### config.mk
export PLATFORM = sky130hd
export DESIGN_NAME = load_align
export DESIGN_NICKNAME = d
export VERILOG_FILES = /design/src/lsu_consts.svh /design/src/lsu_pkg.sv /design/src/mem_pkg.sv /design/src/load_align.sv
export SDC_FILE = /design/constraint.sdc
export NUM_CORES = 1
export LEC_CHECK = 0
export BUFFER_PORTS_ARGS = -buffer_cell sky130_fd_sc_hd__buf_2
export CORE_ASPECT_RATIO = 1.2
export CORE_UTILIZATION = 40
export DETAILED_ROUTE_END_ITERATION = 6
export PLACE_DENSITY = 0.73
export SYNTH_ARGS = -nofsm -noshare
export SYNTH_HDL_FRONTEND = slang
export SYNTH_SLANG_ARGS = --single-unit
### constraint.sdc
create_clock -name vclk -period 2.7
set_clock_uncertainty 0.1 [all_clocks]
set_input_delay 0.405 -clock vclk [all_inputs]
set_output_delay 0.405 -clock vclk [all_outputs]
set_load 0.05 [all_outputs]
### src/lsu_consts.svh
`ifndef LSU_CONSTS_SVH
`define LSU_CONSTS_SVH

// data path width in bits
`define LSU_XLEN 64

// number of dwords in the data ram, as log2
`define LSU_RAM_WORDS_LOG2 10

// byte address where the ram window starts
`define LSU_RAM_BASE 64'h8000_0000

`endif

### src/lsu_pkg.sv
package lsu_pkg;

  // access size as encoded by the core
  // funct3[1:0] of the load/store instruction
  typedef enum logic [1:0] {
    sz_byte  = 2'b00,
    sz_half  = 2'b01,
    sz_word  = 2'b10,
    sz_dword = 2'b11
  } acc_size_e;

  // address, store data and load result
  typedef logic [63:0] xlen_t;

endpackage

### src/mem_pkg.sv
package mem_pkg;

  // one enable bit per byte lane, lane 0 is the lowest byte
  typedef logic [7:0] lane_mask_t;

  // one dword seen as bytes, halfwords, words or a whole,
  // element 0 is always the least significant one
  typedef union packed {
    logic [7:0][7:0]  b;
    logic [3:0][15:0] h;
    logic [1:0][31:0] w;
    logic [63:0]      d;
  } dword_u;

endpackage

### src/load_align.sv
`timescale 1ns/1ps

module load_align (
  input  lsu_pkg::xlen_t      read_dword,
  input  mem_pkg::lane_mask_t byte_mask,
  input  logic [2:0]          offset,
  input  lsu_pkg::acc_size_e  size,
  input  logic                load_unsigned,
  input  logic                ld_en,
  output lsu_pkg::xlen_t      rdata
);

  import lsu_pkg::*;
  import mem_pkg::*;

  dword_u raw;
  dword_u masked;
  xlen_t  extended;

  assign raw.d = read_dword;

  // drop lanes the access does not own
  always_comb begin
    for (int i = 0; i < 8; i++) begin
      masked.b[i] = byte_mask[i] ? raw.b[i] : 8'h00;
    end
  end

  // pick the slot named by the offset in the view of the access size
  // then sign or zero extend
  always_comb begin
    case (size)
      sz_byte: begin
        extended = {{56{masked.b[offset][7] & ~load_unsigned}},
                    masked.b[offset]};
      end
      sz_half: begin
        extended = {{48{masked.h[offset[2:1]][15] & ~load_unsigned}},
                    masked.h[offset[2:1]]};
      end
      sz_word: begin
        extended = {{32{masked.w[offset[2]][31] & ~load_unsigned}},
                    masked.w[offset[2]]};
      end
      default: extended = masked.d;
    endcase
  end

  assign rdata = ld_en ? extended : '0;

  // an enabled load always owns the lane its offset names
  always_comb begin
    assert final (!ld_en || byte_mask[offset])
      else $error("load_align: load at offset %0d without its lane", offset);
  end

endmodule

==> results.txt <==
status = complete, no violations
crit start category = input port
drt drc = 0
WP buf/inv = 3
initial core utilization = 42.2%
Core Area = 6170 um^2
Synth cell types = 46
register area share after synthesis = 0%
Hold Slack = 1.15 ns
Max-Cap Viols = 0
Area contributors post-synth = nand2_1 (13%), nand3_1 (12%), a21oi_1 (9.4%), a31oi_1 (8.4%), nor2_1 (6.2%)
critical path fanouts, max = 6
Slowest cell on crit path = mux4_2
RSZ-0062 raised after global routing = yes
P per Cell Area = 232 nW/um^2
Worst Path Arrival = 2.17 ns
Synth area leader = nand2_1
Req. time, crit path = 2.19 ns
shortest period the worst path allows = 2.68 ns
synth cell count leaders = nand2_1 (89), nand3_1 (61), a21oi_1 (49)
crit-path max cell delay = 0.51 ns
GRT Total Usage = 36.6%
area of the multi-input gates = 2470 um^2
Mapped Cells = 477
seq_cells = 0
Hold WC Path Type = in -> out
Detail Route Antenna Nets = 0
CP top delay family = compound AO/OA/AOI/OAI gates
crit share post-route = 99.3%
synthesis-to-finish area growth = 47.7%
PortBufs = 143
nets@finish = 692
1st-iter DRT viols = 418
Detailed Route WL = 13.2 mm
GRT overflow = 0
routability cong. = 0.951
number of clock buffers in the layout = 0
syn_nets = 556
share of cells above drive strength 1 = 40.3%
n_diodes = 0
Max Fclk = 373 MHz
final core occ = 62.3%
endpoints failing setup = 0
Crit. End Element = primary output
# IOs = 143
wl on met1 = 5.36 mm
Fillers = 633
Leakage = 1.71 nW
number of antenna violations at the first check in global routing = 0
Placed Area = 3650 um^2
top layer in use = met4
DIE AREA = 6830 um^2
mapped cell area = 2600 um^2
most frequent cell after synthesis = nand2_1
Final Max Slew Viols = 0
first-pass GRT wire length = 19.6 mm
relative slew slack = 50.6%
maximum vdd drop = 0.171 mV
Slew @ Worst Pin = 0.739 ns
hold buffers post-CTS = 0
metal3 WL = 1.08 mm
syn avg cell area = 5.45 um^2
WS Path Type = in -> out
Die H = 90.3 um
Seq. cell area = 0 um^2
vias in the first global route = 3724
Hold Fails Final Rpt = 0
drt first pass iters = 5
largest net degree at the start of global routing = 41
Die Width = 75.6 um
top-area cell type share of the netlist area = 12.8%
Synth warnings = 0
Worst path most repeated cell = a22oi_2
routed len/inst = 19.1 um
worst path cell trace = buf_2, and2_4, mux4_2, a22oi_2, nor2_1, buf_4, a22oi_4, a22oi_2, buf_6
number of vias per cell = 6.36
Placement Rows = 31
routed length on met2 = 6.39 mm
via count = 4408
Design Area, Final = 3840 um^2
Detail Placement HPWL = 10.1 mm
-- power by group --
group	switching, mW	internal (mW)
Sequential	0	0
Clock	0	0
Combinational	0.587	0.302
-- layer usage --
layer,track usage (%),vias up
li1,-,2059
met1,52.2,2042
met2,58.9,276
met3,1.45,31
met4,9.72,0
met5,0,-
-- cells in the final DEF (no fill, tap or decap), drive strengths merged, types with 3 or more instances in the layout --
cell	count
a21boi	6
a21oi	49
a22o	5
a22oi	14
a31oi	35
a32oi	5
and2	9
and3	7
buf	190
mux4	3
nand2	89
nand2b	4
nand3	61
nand4	8
nor2	44
o211ai	19
o21ai	29
o221a	5
o31ai	6
-- logic make-up after synthesis --
logic type / count (synthesis) / share of synthesized area, %
muxes: 6 / 3.85
buffers and inverters: 60 / 10.1
AOI/OAI and AO/OA: 181 / 45.6
and+or+nand+nor: 230 / 40.4
-- worst paths after layout --
kind | startpoint | endpoint | depth (start not counted)
worst min-delay path | read_dword[24] | rdata[24] | 4
worst max-delay path | read_dword[15] | rdata[28] | 9
-- area by class of cell --
| type | count | share of cell area (%) |
|---|---|---|
| Tap cell | 82 | 2.67 |
| Inverter | 2 | 0.195 |
| Multi-Input combinational cell | 417 | 64.2 |
| Timing Repair Buffer | 192 | 32.9 |
-- tightest hold or removal path, stage by stage --
cell and delay [ns]:
buf_2 0.12, nand2_1 0.10, a22oi_2 0.06, buf_6 0.15
-- through the flow --
stage          worst slack [ns]  TNS (ns)  total power [mW]  std cells
3_5_place_dp            -0.0537    -0.314             0.832        691
4_1_cts                 0.00432         0             0.836        691
2_1_floorplan           -0.0743     -1.70             0.551        477
6_report                 0.0202         0             0.890        693
3_3_place_gp            -0.0138   -0.0657             0.830        691
5_1_grt                 -0.0210   -0.0948             0.940        693
-- what timing repair did --
action                                 4_1_cts  5_1_grt
endpoints found under the hold margin        0        0
cloned                                       0        1
setup endpoints to repair                   27       52
buffers inserted                             0        1
resized for setup                            3       63
pin swaps                                    1       10
No activity file was read; power rests on OpenSTA's default activity.
