--- config.mk ---
export PLATFORM = sky130hd
export DESIGN_NAME = store_lane_unit
export DESIGN_NICKNAME = d
export VERILOG_FILES = /design/src/lsu_consts.svh /design/src/lsu_pkg.sv /design/src/mem_pkg.sv /design/src/store_lane_unit.sv
export SDC_FILE = /design/constraint.sdc
export NUM_CORES = 1
export LEC_CHECK = 0
export ABC_AREA = 1
export BUFFER_PORTS_ARGS = -buffer_cell sky130_fd_sc_hd__buf_2
export CAP_MARGIN = 20
export CORE_AREA = 8 8 73 75
export DETAILED_ROUTE_END_ITERATION = 8
export DIE_AREA = 0 0 81 83
export PLACE_DENSITY_LB_ADDON = 0.1
export SETUP_SLACK_MARGIN = 0.3
export SYNTH_ARGS = -nofsm -noshare
export SYNTH_HDL_FRONTEND = slang
export SYNTH_SLANG_ARGS = --single-unit
--- constraint.sdc ---
create_clock -name vclk -period 1.4
set_input_delay 0.28 -clock vclk [all_inputs]
set_output_delay 0.28 -clock vclk [all_outputs]
set_load 0.02 [all_outputs]
--- src/lsu_consts.svh ---
`ifndef LSU_CONSTS_SVH
`define LSU_CONSTS_SVH

// data path width in bits
`define LSU_XLEN 64

// number of dwords in the data ram, as log2
`define LSU_RAM_WORDS_LOG2 10

// byte address where the ram window starts
`define LSU_RAM_BASE 64'h8000_0000

`endif

--- src/lsu_pkg.sv ---
package lsu_pkg;

  // access size as encoded by the core
  // funct3[1:0] of the load/store instruction
  typedef enum logic [1:0] {
    sz_byte  = 2'b00,
    sz_half  = 2'b01,
    sz_word  = 2'b10,
    sz_dword = 2'b11
  } acc_size_e;

  // address, store data and load result
  typedef logic [63:0] xlen_t;

endpackage

--- src/mem_pkg.sv ---
package mem_pkg;

  // one enable bit per byte lane, lane 0 is the lowest byte
  typedef logic [7:0] lane_mask_t;

  // one dword seen as bytes, halfwords, words or a whole,
  // element 0 is always the least significant one
  typedef union packed {
    logic [7:0][7:0]  b;
    logic [3:0][15:0] h;
    logic [1:0][31:0] w;
    logic [63:0]      d;
  } dword_u;

endpackage

--- src/store_lane_unit.sv ---
`timescale 1ns/1ps

module store_lane_unit (
  input  lsu_pkg::xlen_t     addr,
  input  lsu_pkg::acc_size_e size,
  input  lsu_pkg::xlen_t     wdata,
  output mem_pkg::lane_mask_t byte_mask,
  output lsu_pkg::xlen_t     store_dword,
  output logic               misaligned
);

  import lsu_pkg::*;
  import mem_pkg::*;

  logic [2:0] offset;
  logic       aligned;
  lane_mask_t base_mask;
  dword_u     src;
  dword_u     rep;
  logic [7:0] run_end;

  assign offset = addr[2:0];
  assign src.d  = wdata;

  // lanes covered by the access before shifting to the offset
  always_comb begin
    case (size)
      sz_byte: begin
        aligned   = 1'b1;
        base_mask = 8'h01;
      end
      sz_half: begin
        aligned   = ~offset[0];
        base_mask = 8'h03;
      end
      sz_word: begin
        aligned   = (offset[1:0] == 2'b00);
        base_mask = 8'h0f;
      end
      default: begin
        aligned   = (offset == 3'b000);
        base_mask = 8'hff;
      end
    endcase
  end

  assign byte_mask  = aligned ? lane_mask_t'(base_mask << offset) : '0;
  assign misaligned = ~aligned;

  // copy the low part of wdata into every slot of the access width
  // so the ram just picks lanes by mask
  always_comb begin
    rep.d = '0;
    case (size)
      sz_byte: begin
        for (int i = 0; i < 8; i++) begin
          rep.b[i] = src.b[0];
        end
      end
      sz_half: begin
        for (int i = 0; i < 4; i++) begin
          rep.h[i] = src.h[0];
        end
      end
      sz_word: begin
        for (int i = 0; i < 2; i++) begin
          rep.w[i] = src.w[0];
        end
      end
      default: rep.d = src.d;
    endcase
  end

  assign store_dword = rep.d;

  // adding the lowest set bit clears a contiguous run completely
  assign run_end = byte_mask + (byte_mask & (~byte_mask + 8'd1));

  // legal masks are empty or one contiguous run of 1, 2, 4 or 8 lanes
  always_comb begin
    assert final ((byte_mask == '0) ||
                  (((run_end & byte_mask) == '0) &&
                   ($countones(byte_mask) inside {1, 2, 4, 8})))
      else $error("store_lane_unit: illegal byte mask %b", byte_mask);
  end

endmodule

==> flow_summary.json, run 1 <==
{
  "status": "finished, violations left",
  "violations": "negative setup slack",
  "cellLeakagePower_nw": 1.58,
  "drtIter0Drc": 52,
  "worstSetupStartpointType": "primary input",
  "drive_above_1_share_pct": 73.2,
  "regArea_um2": 0,
  "nFlopsAndLatches": 0,
  "max_freq_ghz": 0.700,
  "tns_ns": -0.150,
  "wl_per_cell_um": 15.3,
  "syn2layout_area_growth_pct": 217,
  "hp-class": "primary input to output pin",
  "worst_slack_ns": -0.0294,
  "grt_first_pass_wirelength_um": 10100,
  "syn_area_um2": 948,
  "die_w_um": 81,
  "row_count": 24,
  "path_class": "primary input to output pin",
  "finalHoldViolations": 0,
  "setup_viol": 12,
  "cp-end-kind": "output pin",
  "drv_cap": 0,
  "post-route-min-period_ns": 1.43,
  "yosysTopAreaCell": "nand2_1",
  "vias": 2036,
  "cp_num_buf_inv": 4,
  "grt_start_max_net_pins": 17,
  "ios": 203,
  "worstPathMaxFanout": 6,
  "crit_slowest_cell": "nand3_4",
  "ant_nets": 0,
  "critPathTopFamily": "simple AND/OR/NAND/NOR gates",
  "place.gp.congestion": 0.838,
  "multi_input_area_um2": 1420,
  "syn-instance-count": 210,
  "yosys.cell_types.count": 18,
  "dieArea_um2": 6720,
  "firstDrtPassIters": 6,
  "ys_seq_area_share_pct": 0,
  "peakVddDrop_uv": 244,
  "track_usage_pct": 17.5,
  "syn_avg_cell_area_um2": 4.52,
  "drc": 0,
  "cpPeakStageDelay_ns": 0.15,
  "wirelength_um": 6490,
  "die_h_um": 83,
  "worst_pin_slew_ns": 0.231,
  "finish.utilization_pct": 71.5,
  "crit_arrival_ns": 1.15,
  "grt_overflow_total": 0,
  "grt_pass1_vias": 2157,
  "crit_chain": "buf_12, buf_12, inv_12, nand2_8, nand3_4, nand3_4, nor2_4, buf_6",
  "cp.required_ns": 1.12,
  "antenna_found_initial": 0,
  "syn_nets": 340,
  "detail_route.vias_per_cell": 4.79,
  "ys_top_cells_by_area": "nand2_1 (44%), nand4_1 (8.6%), nor2_1 (7.1%), buf_4 (6.3%), o211ai_1 (6.3%)",
  "rsz0062_at_grt": "yes",
  "num-clock-buffers": 0,
  "core-area_um2": 4200,
  "yosysWarnings": 0,
  "yosys.area.top_type_share_pct": 43.9,
  "nFillCells": 340,
  "slew_headroom_pct": 84.6,
  "fin_crit_sh_pct": 102,
  "nNetsFinal": 505,
  "hpwlAfterDp_um": 5110,
  "initial_core_util_pct": 22.6,
  "antenna_cells": 0,
  "slew_viol_final": 0,
  "port_buffers": 142,
  "power_density_nw_per_um2": 449
}
## logic make-up (layout without fill, tap and decap cells)
logic type,Yosys count,in the layout,share of synthesized area [%]
buffers and inverters,31,194,17.4
AOI/OAI and AO/OA,25,25,16.2
and+or+nand+nor,154,154,66.4
## power breakdown
part / internal (W) / leakage (nW) / switching [W]
Clock: 0 / 0 / 0
Combinational: 0.000625 / 1.58 / 0.000726
Sequential: 0 / 0 / 0
Total: 0.000625 / 1.58 / 0.000726
## final cells by class
type	instances	area share, %
Multi-Input combinational cell	179	47.1
Inverter	16	2.83
Timing Repair Buffer	178	47.9
Tap cell	52	2.16
## per-stage QoR
| stage | cell area (um^2) | total power, W | hold WS [ns] | worst slack [ns] | instances |
|---|---|---|---|---|---|
| global placement | 2230 | 0.00101 | 0.842 | -0.305 | 423 |
| detailed placement | 2230 | 0.00101 | 0.841 | -0.295 | 423 |
| floorplan | 1270 | 0.000606 | 0.673 | 0.0304 | 210 |
| finish | 3010 | 0.00135 | 0.857 | -0.0294 | 425 |
| CTS | 2740 | 0.00125 | 0.844 | -0.0517 | 425 |
| global route | 3010 | 0.00144 | 0.866 | -0.0740 | 425 |
## placed cells by master (no fill, tap or decap)
cell / netlist / final
nor2_4: 0 / 11
o21ai_2: 0 / 1
buf_2: 5 / 73
o211ai_1: 8 / 8
o21ai_4: 0 / 7
nand3_1: 9 / 1
nand4_1: 13 / 13
a31oi_4: 0 / 6
nand2_4: 0 / 22
nand2_8: 0 / 5
inv_8: 0 / 1
a21oi_2: 0 / 1
a21oi_1: 2 / 1
nand2_1: 111 / 56
nand3_2: 0 / 5
nor2_1: 18 / 9
buf_12: 0 / 8
inv_4: 0 / 2
inv_1: 13 / 11
buf_4: 8 / 48
inv_2: 2 / 1
inv_12: 0 / 1
nand3_4: 0 / 3
nand2_2: 1 / 29
o22ai_1: 1 / 1
buf_6: 1 / 48
buf_8: 0 / 1
## routing by layer
layer,global-route usage [%],vias up,part of all wire (%)
met1,21.8,914,40
met5,0,-,0
met3,6.14,0,12
met4,0,0,0
met2,29.6,107,48
li1,-,1015,-
## final timing paths
check                         to  depth (start not counted)  slack [ns]     start
hold / removal    store_dword[6]                          2        0.86  wdata[6]
setup / recovery    byte_mask[5]                          8       -0.03   size[1]
## synth_stat cells
library cell    n
nor2_2          2
inv_2           2
nand2_2         1
o22ai_1         1
buf_6           1
buf_4           8
a21oi_1         2
buf_2           5
nor2_1         18
a31oi_1         6
nand2_1       111
clkbuf_1        1
o21ai_0         8
inv_1          13
nand4_1        13
o211ai_1        8
inv_6           1
nand3_1         9
## timing repair
item,in CTS,in global routing
buffers inserted,2,0
endpoints found under the setup margin,65,65
hold buffers,0,0
resized for setup,155,70
pin swaps,20,14
Power figures use the tool's default switching activity.
==> run 2: changes to the inputs <==
--- a/config.mk
+++ b/config.mk
@@ -8,10 +8,11 @@
 export ABC_AREA = 1
 export BUFFER_PORTS_ARGS = -buffer_cell sky130_fd_sc_hd__buf_2
 export CAP_MARGIN = 20
-export CORE_AREA = 8 8 73 75
+export CORE_AREA = 2 2 79 81
 export DETAILED_ROUTE_END_ITERATION = 8
 export DIE_AREA = 0 0 81 83
 export PLACE_DENSITY_LB_ADDON = 0.1
+export RECOVER_POWER = 100
 export SETUP_SLACK_MARGIN = 0.3
 export SYNTH_ARGS = -nofsm -noshare
 export SYNTH_HDL_FRONTEND = slang
==> flow_summary.json, run 2 (synthesized netlist as in run 1, its figures left out) <==
{
  "worstSetupStartpointType": "primary input",
  "startpoint": "size[1]",
  "worstHoldStart": "wdata[6]",
  "drv_cap": 0,
  "wirelength_um": 5960,
  "grt_overflow_total": 0,
  "place_ws_ns": -0.205,
  "port_buffers": 142,
  "power_density_nw_per_um2": 442,
  "slew_headroom_pct": 83.4,
  "path_depth": 8,
  "drc": 0,
  "cpMostUsedCell": "nand3_4",
  "post-route-min-period_ns": 1.45,
  "regArea_um2": 0,
  "worst_slack_ns": -0.0502,
  "cp.required_ns": 1.12,
  "cp-end-kind": "output pin",
  "wl_per_cell_um": 13.3,
  "dieArea_um2": 6720,
  "row_count": 28,
  "grt_start_max_net_pins": 16,
  "crit_chain": "buf_12, buf_8, clkinv_8, nand2_8, nand3_4, nand3_4, nor2_4, buf_6",
  "slew_viol_final": 0,
  "fin_crit_sh_pct": 104,
  "postCtsHoldBufs": 0,
  "crit_arrival_ns": 1.17,
  "cpPeakStageDelay_ns": 0.15,
  "cellLeakagePower_nw": 1.56,
  "antenna_found_initial": 0,
  "critPathCapture": "byte_mask[4]",
  "setup_viol": 29,
  "ant_nets": 0,
  "vias": 2012,
  "critPathTopFamily": "simple AND/OR/NAND/NOR gates",
  "hp-class": "primary input to output pin",
  "place.gp.congestion": 0.778,
  "mostFrequentLayoutCells": "buf_2 (72), buf_6 (57), nand2_1 (55), nand2_2 (33), buf_4 (33)",
  "die_w_um": 81,
  "layout_commonest_cell": "buf_2",
  "initial_core_util_pct": 16.3,
  "rsz0062_at_grt": "yes",
  "die_h_um": 83,
  "status": "finished, violations left",
  "syn2layout_area_growth_pct": 212,
  "core-area_um2": 5820,
  "firstDrtPassIters": 4,
  "num-clock-buffers": 0,
  "cp_num_buf_inv": 4,
  "peakVddDrop_uv": 206,
  "antenna_cells": 0,
  "hpwlAfterDp_um": 4570,
  "tns_ns": -0.719,
  "path_class": "primary input to output pin",
  "worst_pin_slew_ns": 0.250,
  "track_usage_pct": 16.8,
  "detail_route.vias_per_cell": 4.50,
  "finalHoldViolations": 0,
  "nFlopsAndLatches": 0,
  "nNetsFinal": 504,
  "drive_above_1_share_pct": 71.8,
  "grt_first_pass_wirelength_um": 9240,
  "drtIter0Drc": 33,
  "violations": "negative setup slack",
  "ios": 203,
  "worstPathMaxFanout": 4,
  "crit_slowest_cell": "nand3_4",
  "max_freq_ghz": 0.690,
  "grt_pass1_vias": 1945
}
-- run 2: cell count changes in the layout (fill, tap and decap cells not counted), sizes merged --
cell,before,now
buf,178,168
clkinv,0,1
clkbuf,0,8
inv,16,15
bufbuf,0,1
-- run 2: power by group --
group,internal [W],total [W],switching [W],leakage [nW]
combinational,0.000604,0.00131,0.000701,1.56
sequential,0,0,0,0
clock,0,0,0,0
total,0.000604,0.00131,0.000701,1.56
-- run 2: what timing repair did --
item	in CTS	in global routing
pin swaps	19	10
endpoints found under the setup margin	65	65
cloned	1	0
endpoints found under the hold margin	0	0
setup buffers	3	0
resized for setup	186	30
-- run 2: routing by layer --
layer	routed length, um	GRT usage, %
met5	0	0
met4	21	0.616
met3	607	3.04
met2	2830	30.1
met1	2500	21.7
-- run 2: stage by stage --
stage,hold slack (ns),instances,power (W),cell area [um^2],util [%]
6_report,0.858,447,0.00131,2960,50.8
5_1_grt,0.869,447,0.00139,2960,50.8
4_1_cts,0.848,447,0.00127,2870,49.4
3_5_place_dp,0.842,443,0.000995,2230,38.3
3_3_place_gp,0.843,443,0.000995,2230,38.3
2_1_floorplan,0.673,210,0.000606,1270,-
-- run 2: area by class of cell --
cell class | instances | area [um^2]
fill | 600 | 2860
inverter | 16 | 82.6
timing repair buffer | 177 | 1420
multi-input combinational | 179 | 1360
tap | 75 | 93.8
-- run 2: worst min-delay path by stage --
stage                     endpoint  cells after the start
global placement    store_dword[6]                      2
floorplan           store_dword[0]                      1
global route        store_dword[6]                      2
CTS                 store_dword[6]                      2
finish              store_dword[6]                      2
detailed placement  store_dword[1]                      2
==> run 3: changes to the inputs <==
--- a/config.mk
+++ b/config.mk
@@ -8,9 +8,10 @@
 export ABC_AREA = 1
 export BUFFER_PORTS_ARGS = -buffer_cell sky130_fd_sc_hd__buf_2
 export CAP_MARGIN = 20
-export CORE_AREA = 2 2 79 81
+export CORE_AREA = 5 5 76 78
 export DETAILED_ROUTE_END_ITERATION = 8
 export DIE_AREA = 0 0 81 83
+export GPL_TIMING_DRIVEN = 0
 export PLACE_DENSITY_LB_ADDON = 0.1
 export RECOVER_POWER = 100
 export SETUP_SLACK_MARGIN = 0.3
==> flow_summary.json, run 3 (synthesized netlist as in run 1, its figures left out) <==
{
  "status": "finished clean",
  "layout_commonest_cell": "buf_2",
  "cellLeakagePower_nw": 1.52,
  "syn2layout_area_growth_pct": 209,
  "drive_above_1_share_pct": 69.6,
  "place.gp.congestion": 0.778,
  "peakVddDrop_uv": 232,
  "antenna_found_initial": 0,
  "cp-end-kind": "output pin",
  "die_w_um": 81,
  "nNetsFinal": 504,
  "dieArea_um2": 6720,
  "crit_arrival_ns": 1.11,
  "num-clock-buffers": 0,
  "worst_pin_slew_ns": 0.297,
  "hold_ws_ns": 0.870,
  "detail_route.vias_per_cell": 4.58,
  "grt_start_max_net_pins": 11,
  "post-route-min-period_ns": 1.39,
  "ios": 203,
  "regArea_um2": 0,
  "drtIter0Drc": 40,
  "slew_viol_final": 0,
  "drc": 0,
  "die_h_um": 83,
  "nFillCells": 516,
  "track_usage_pct": 18.7,
  "rsz0062_at_grt": "yes",
  "finalHoldViolations": 0,
  "slew_headroom_pct": 80.2,
  "row_count": 26,
  "mostFrequentLayoutCells": "buf_2 (76), nand2_1 (66), buf_4 (39), buf_6 (38), nand2_2 (33)",
  "total_power_w": 0.00130,
  "fin_crit_sh_pct": 99.5,
  "power_density_nw_per_um2": 446,
  "max_freq_ghz": 0.718,
  "firstDrtPassIters": 4,
  "port_buffers": 141,
  "ant_nets": 0,
  "nFlopsAndLatches": 0,
  "path_class": "primary input to output pin",
  "setup_viol": 0,
  "initial_core_util_pct": 18.9,
  "hpwlAfterDp_um": 4980,
  "worstSetupStartpointType": "primary input",
  "cp.required_ns": 1.12,
  "core-area_um2": 5010,
  "vias": 2025,
  "grt_overflow_total": 0,
  "hp-class": "primary input to output pin",
  "wl_per_cell_um": 15.2,
  "multi_input_area_um2": 1330,
  "worstPathMaxFanout": 8,
  "drv_cap": 0,
  "grt_pass1_vias": 2116,
  "wirelength_um": 6710,
  "grt_first_pass_wirelength_um": 10300,
  "antenna_cells": 0
}
==> run 3: critical path, stage by stage <==
cell	delay [ns]
buf_16	0.14
nor2_4	0.13
buf_12	0.16
nand2_4	0.09
a31oi_4	0.17
buf_6	0.14
==> run 3: path summary, 6_finish.rpt <==
| path | startpoint | to | cells past startpoint |
|---|---|---|---|
| worst max-delay path | size[1] | store_dword[42] | 6 |
| worst min-delay path | wdata[46] | store_dword[46] | 4 |
==> run 3: power breakdown <==
| group | switching (W) | total (W) | internal [W] |
|---|---|---|---|
| Combinational | 0.000710 | 0.00130 | 0.000595 |
| Sequential | 0 | 0 | 0 |
| Clock | 0 | 0 | 0 |
| Total | 0.000710 | 0.00130 | 0.000595 |
==> run 3: through the flow <==
stage               instance area (um^2)  utilization [%]  setup WS, ns  cells  setup TNS [ns]
global route                        2930             58.4       -0.0418    442          -0.234
global placement                    2060             41.2        -0.399    421          -14.48
detailed placement                  2060             41.2        -0.394    421          -14.48
finish                              2930             58.4       0.00764    442               0
CTS                                 2830             56.4        0.0146    439               0
floorplan                           1270                -        0.0304    210               0
==> run 3: layout make-up <==
type	count	area share [%]
timing repair buffer	162	42.4
buffer	15	6.03
multi-input combinational	179	45.4
tap	70	2.99
inverter	16	3.21
==> run 3: timing repair <==
action	in CTS	in global routing
pin swaps	20	8
gates cloned	2	0
hold buffers	0	0
setup buffers	16	3
resized for setup	165	34
endpoints found under the setup margin	65	65
==> run 3: per-layer routing <==
| layer | GRT usage (%) | routed length [um] |
|---|---|---|
| met1 | 23.5 | 2790 |
| met4 | 0.614 | 28 |
| met5 | 0 | 0 |
| met3 | 4.98 | 718 |
| met2 | 33.1 | 3180 |
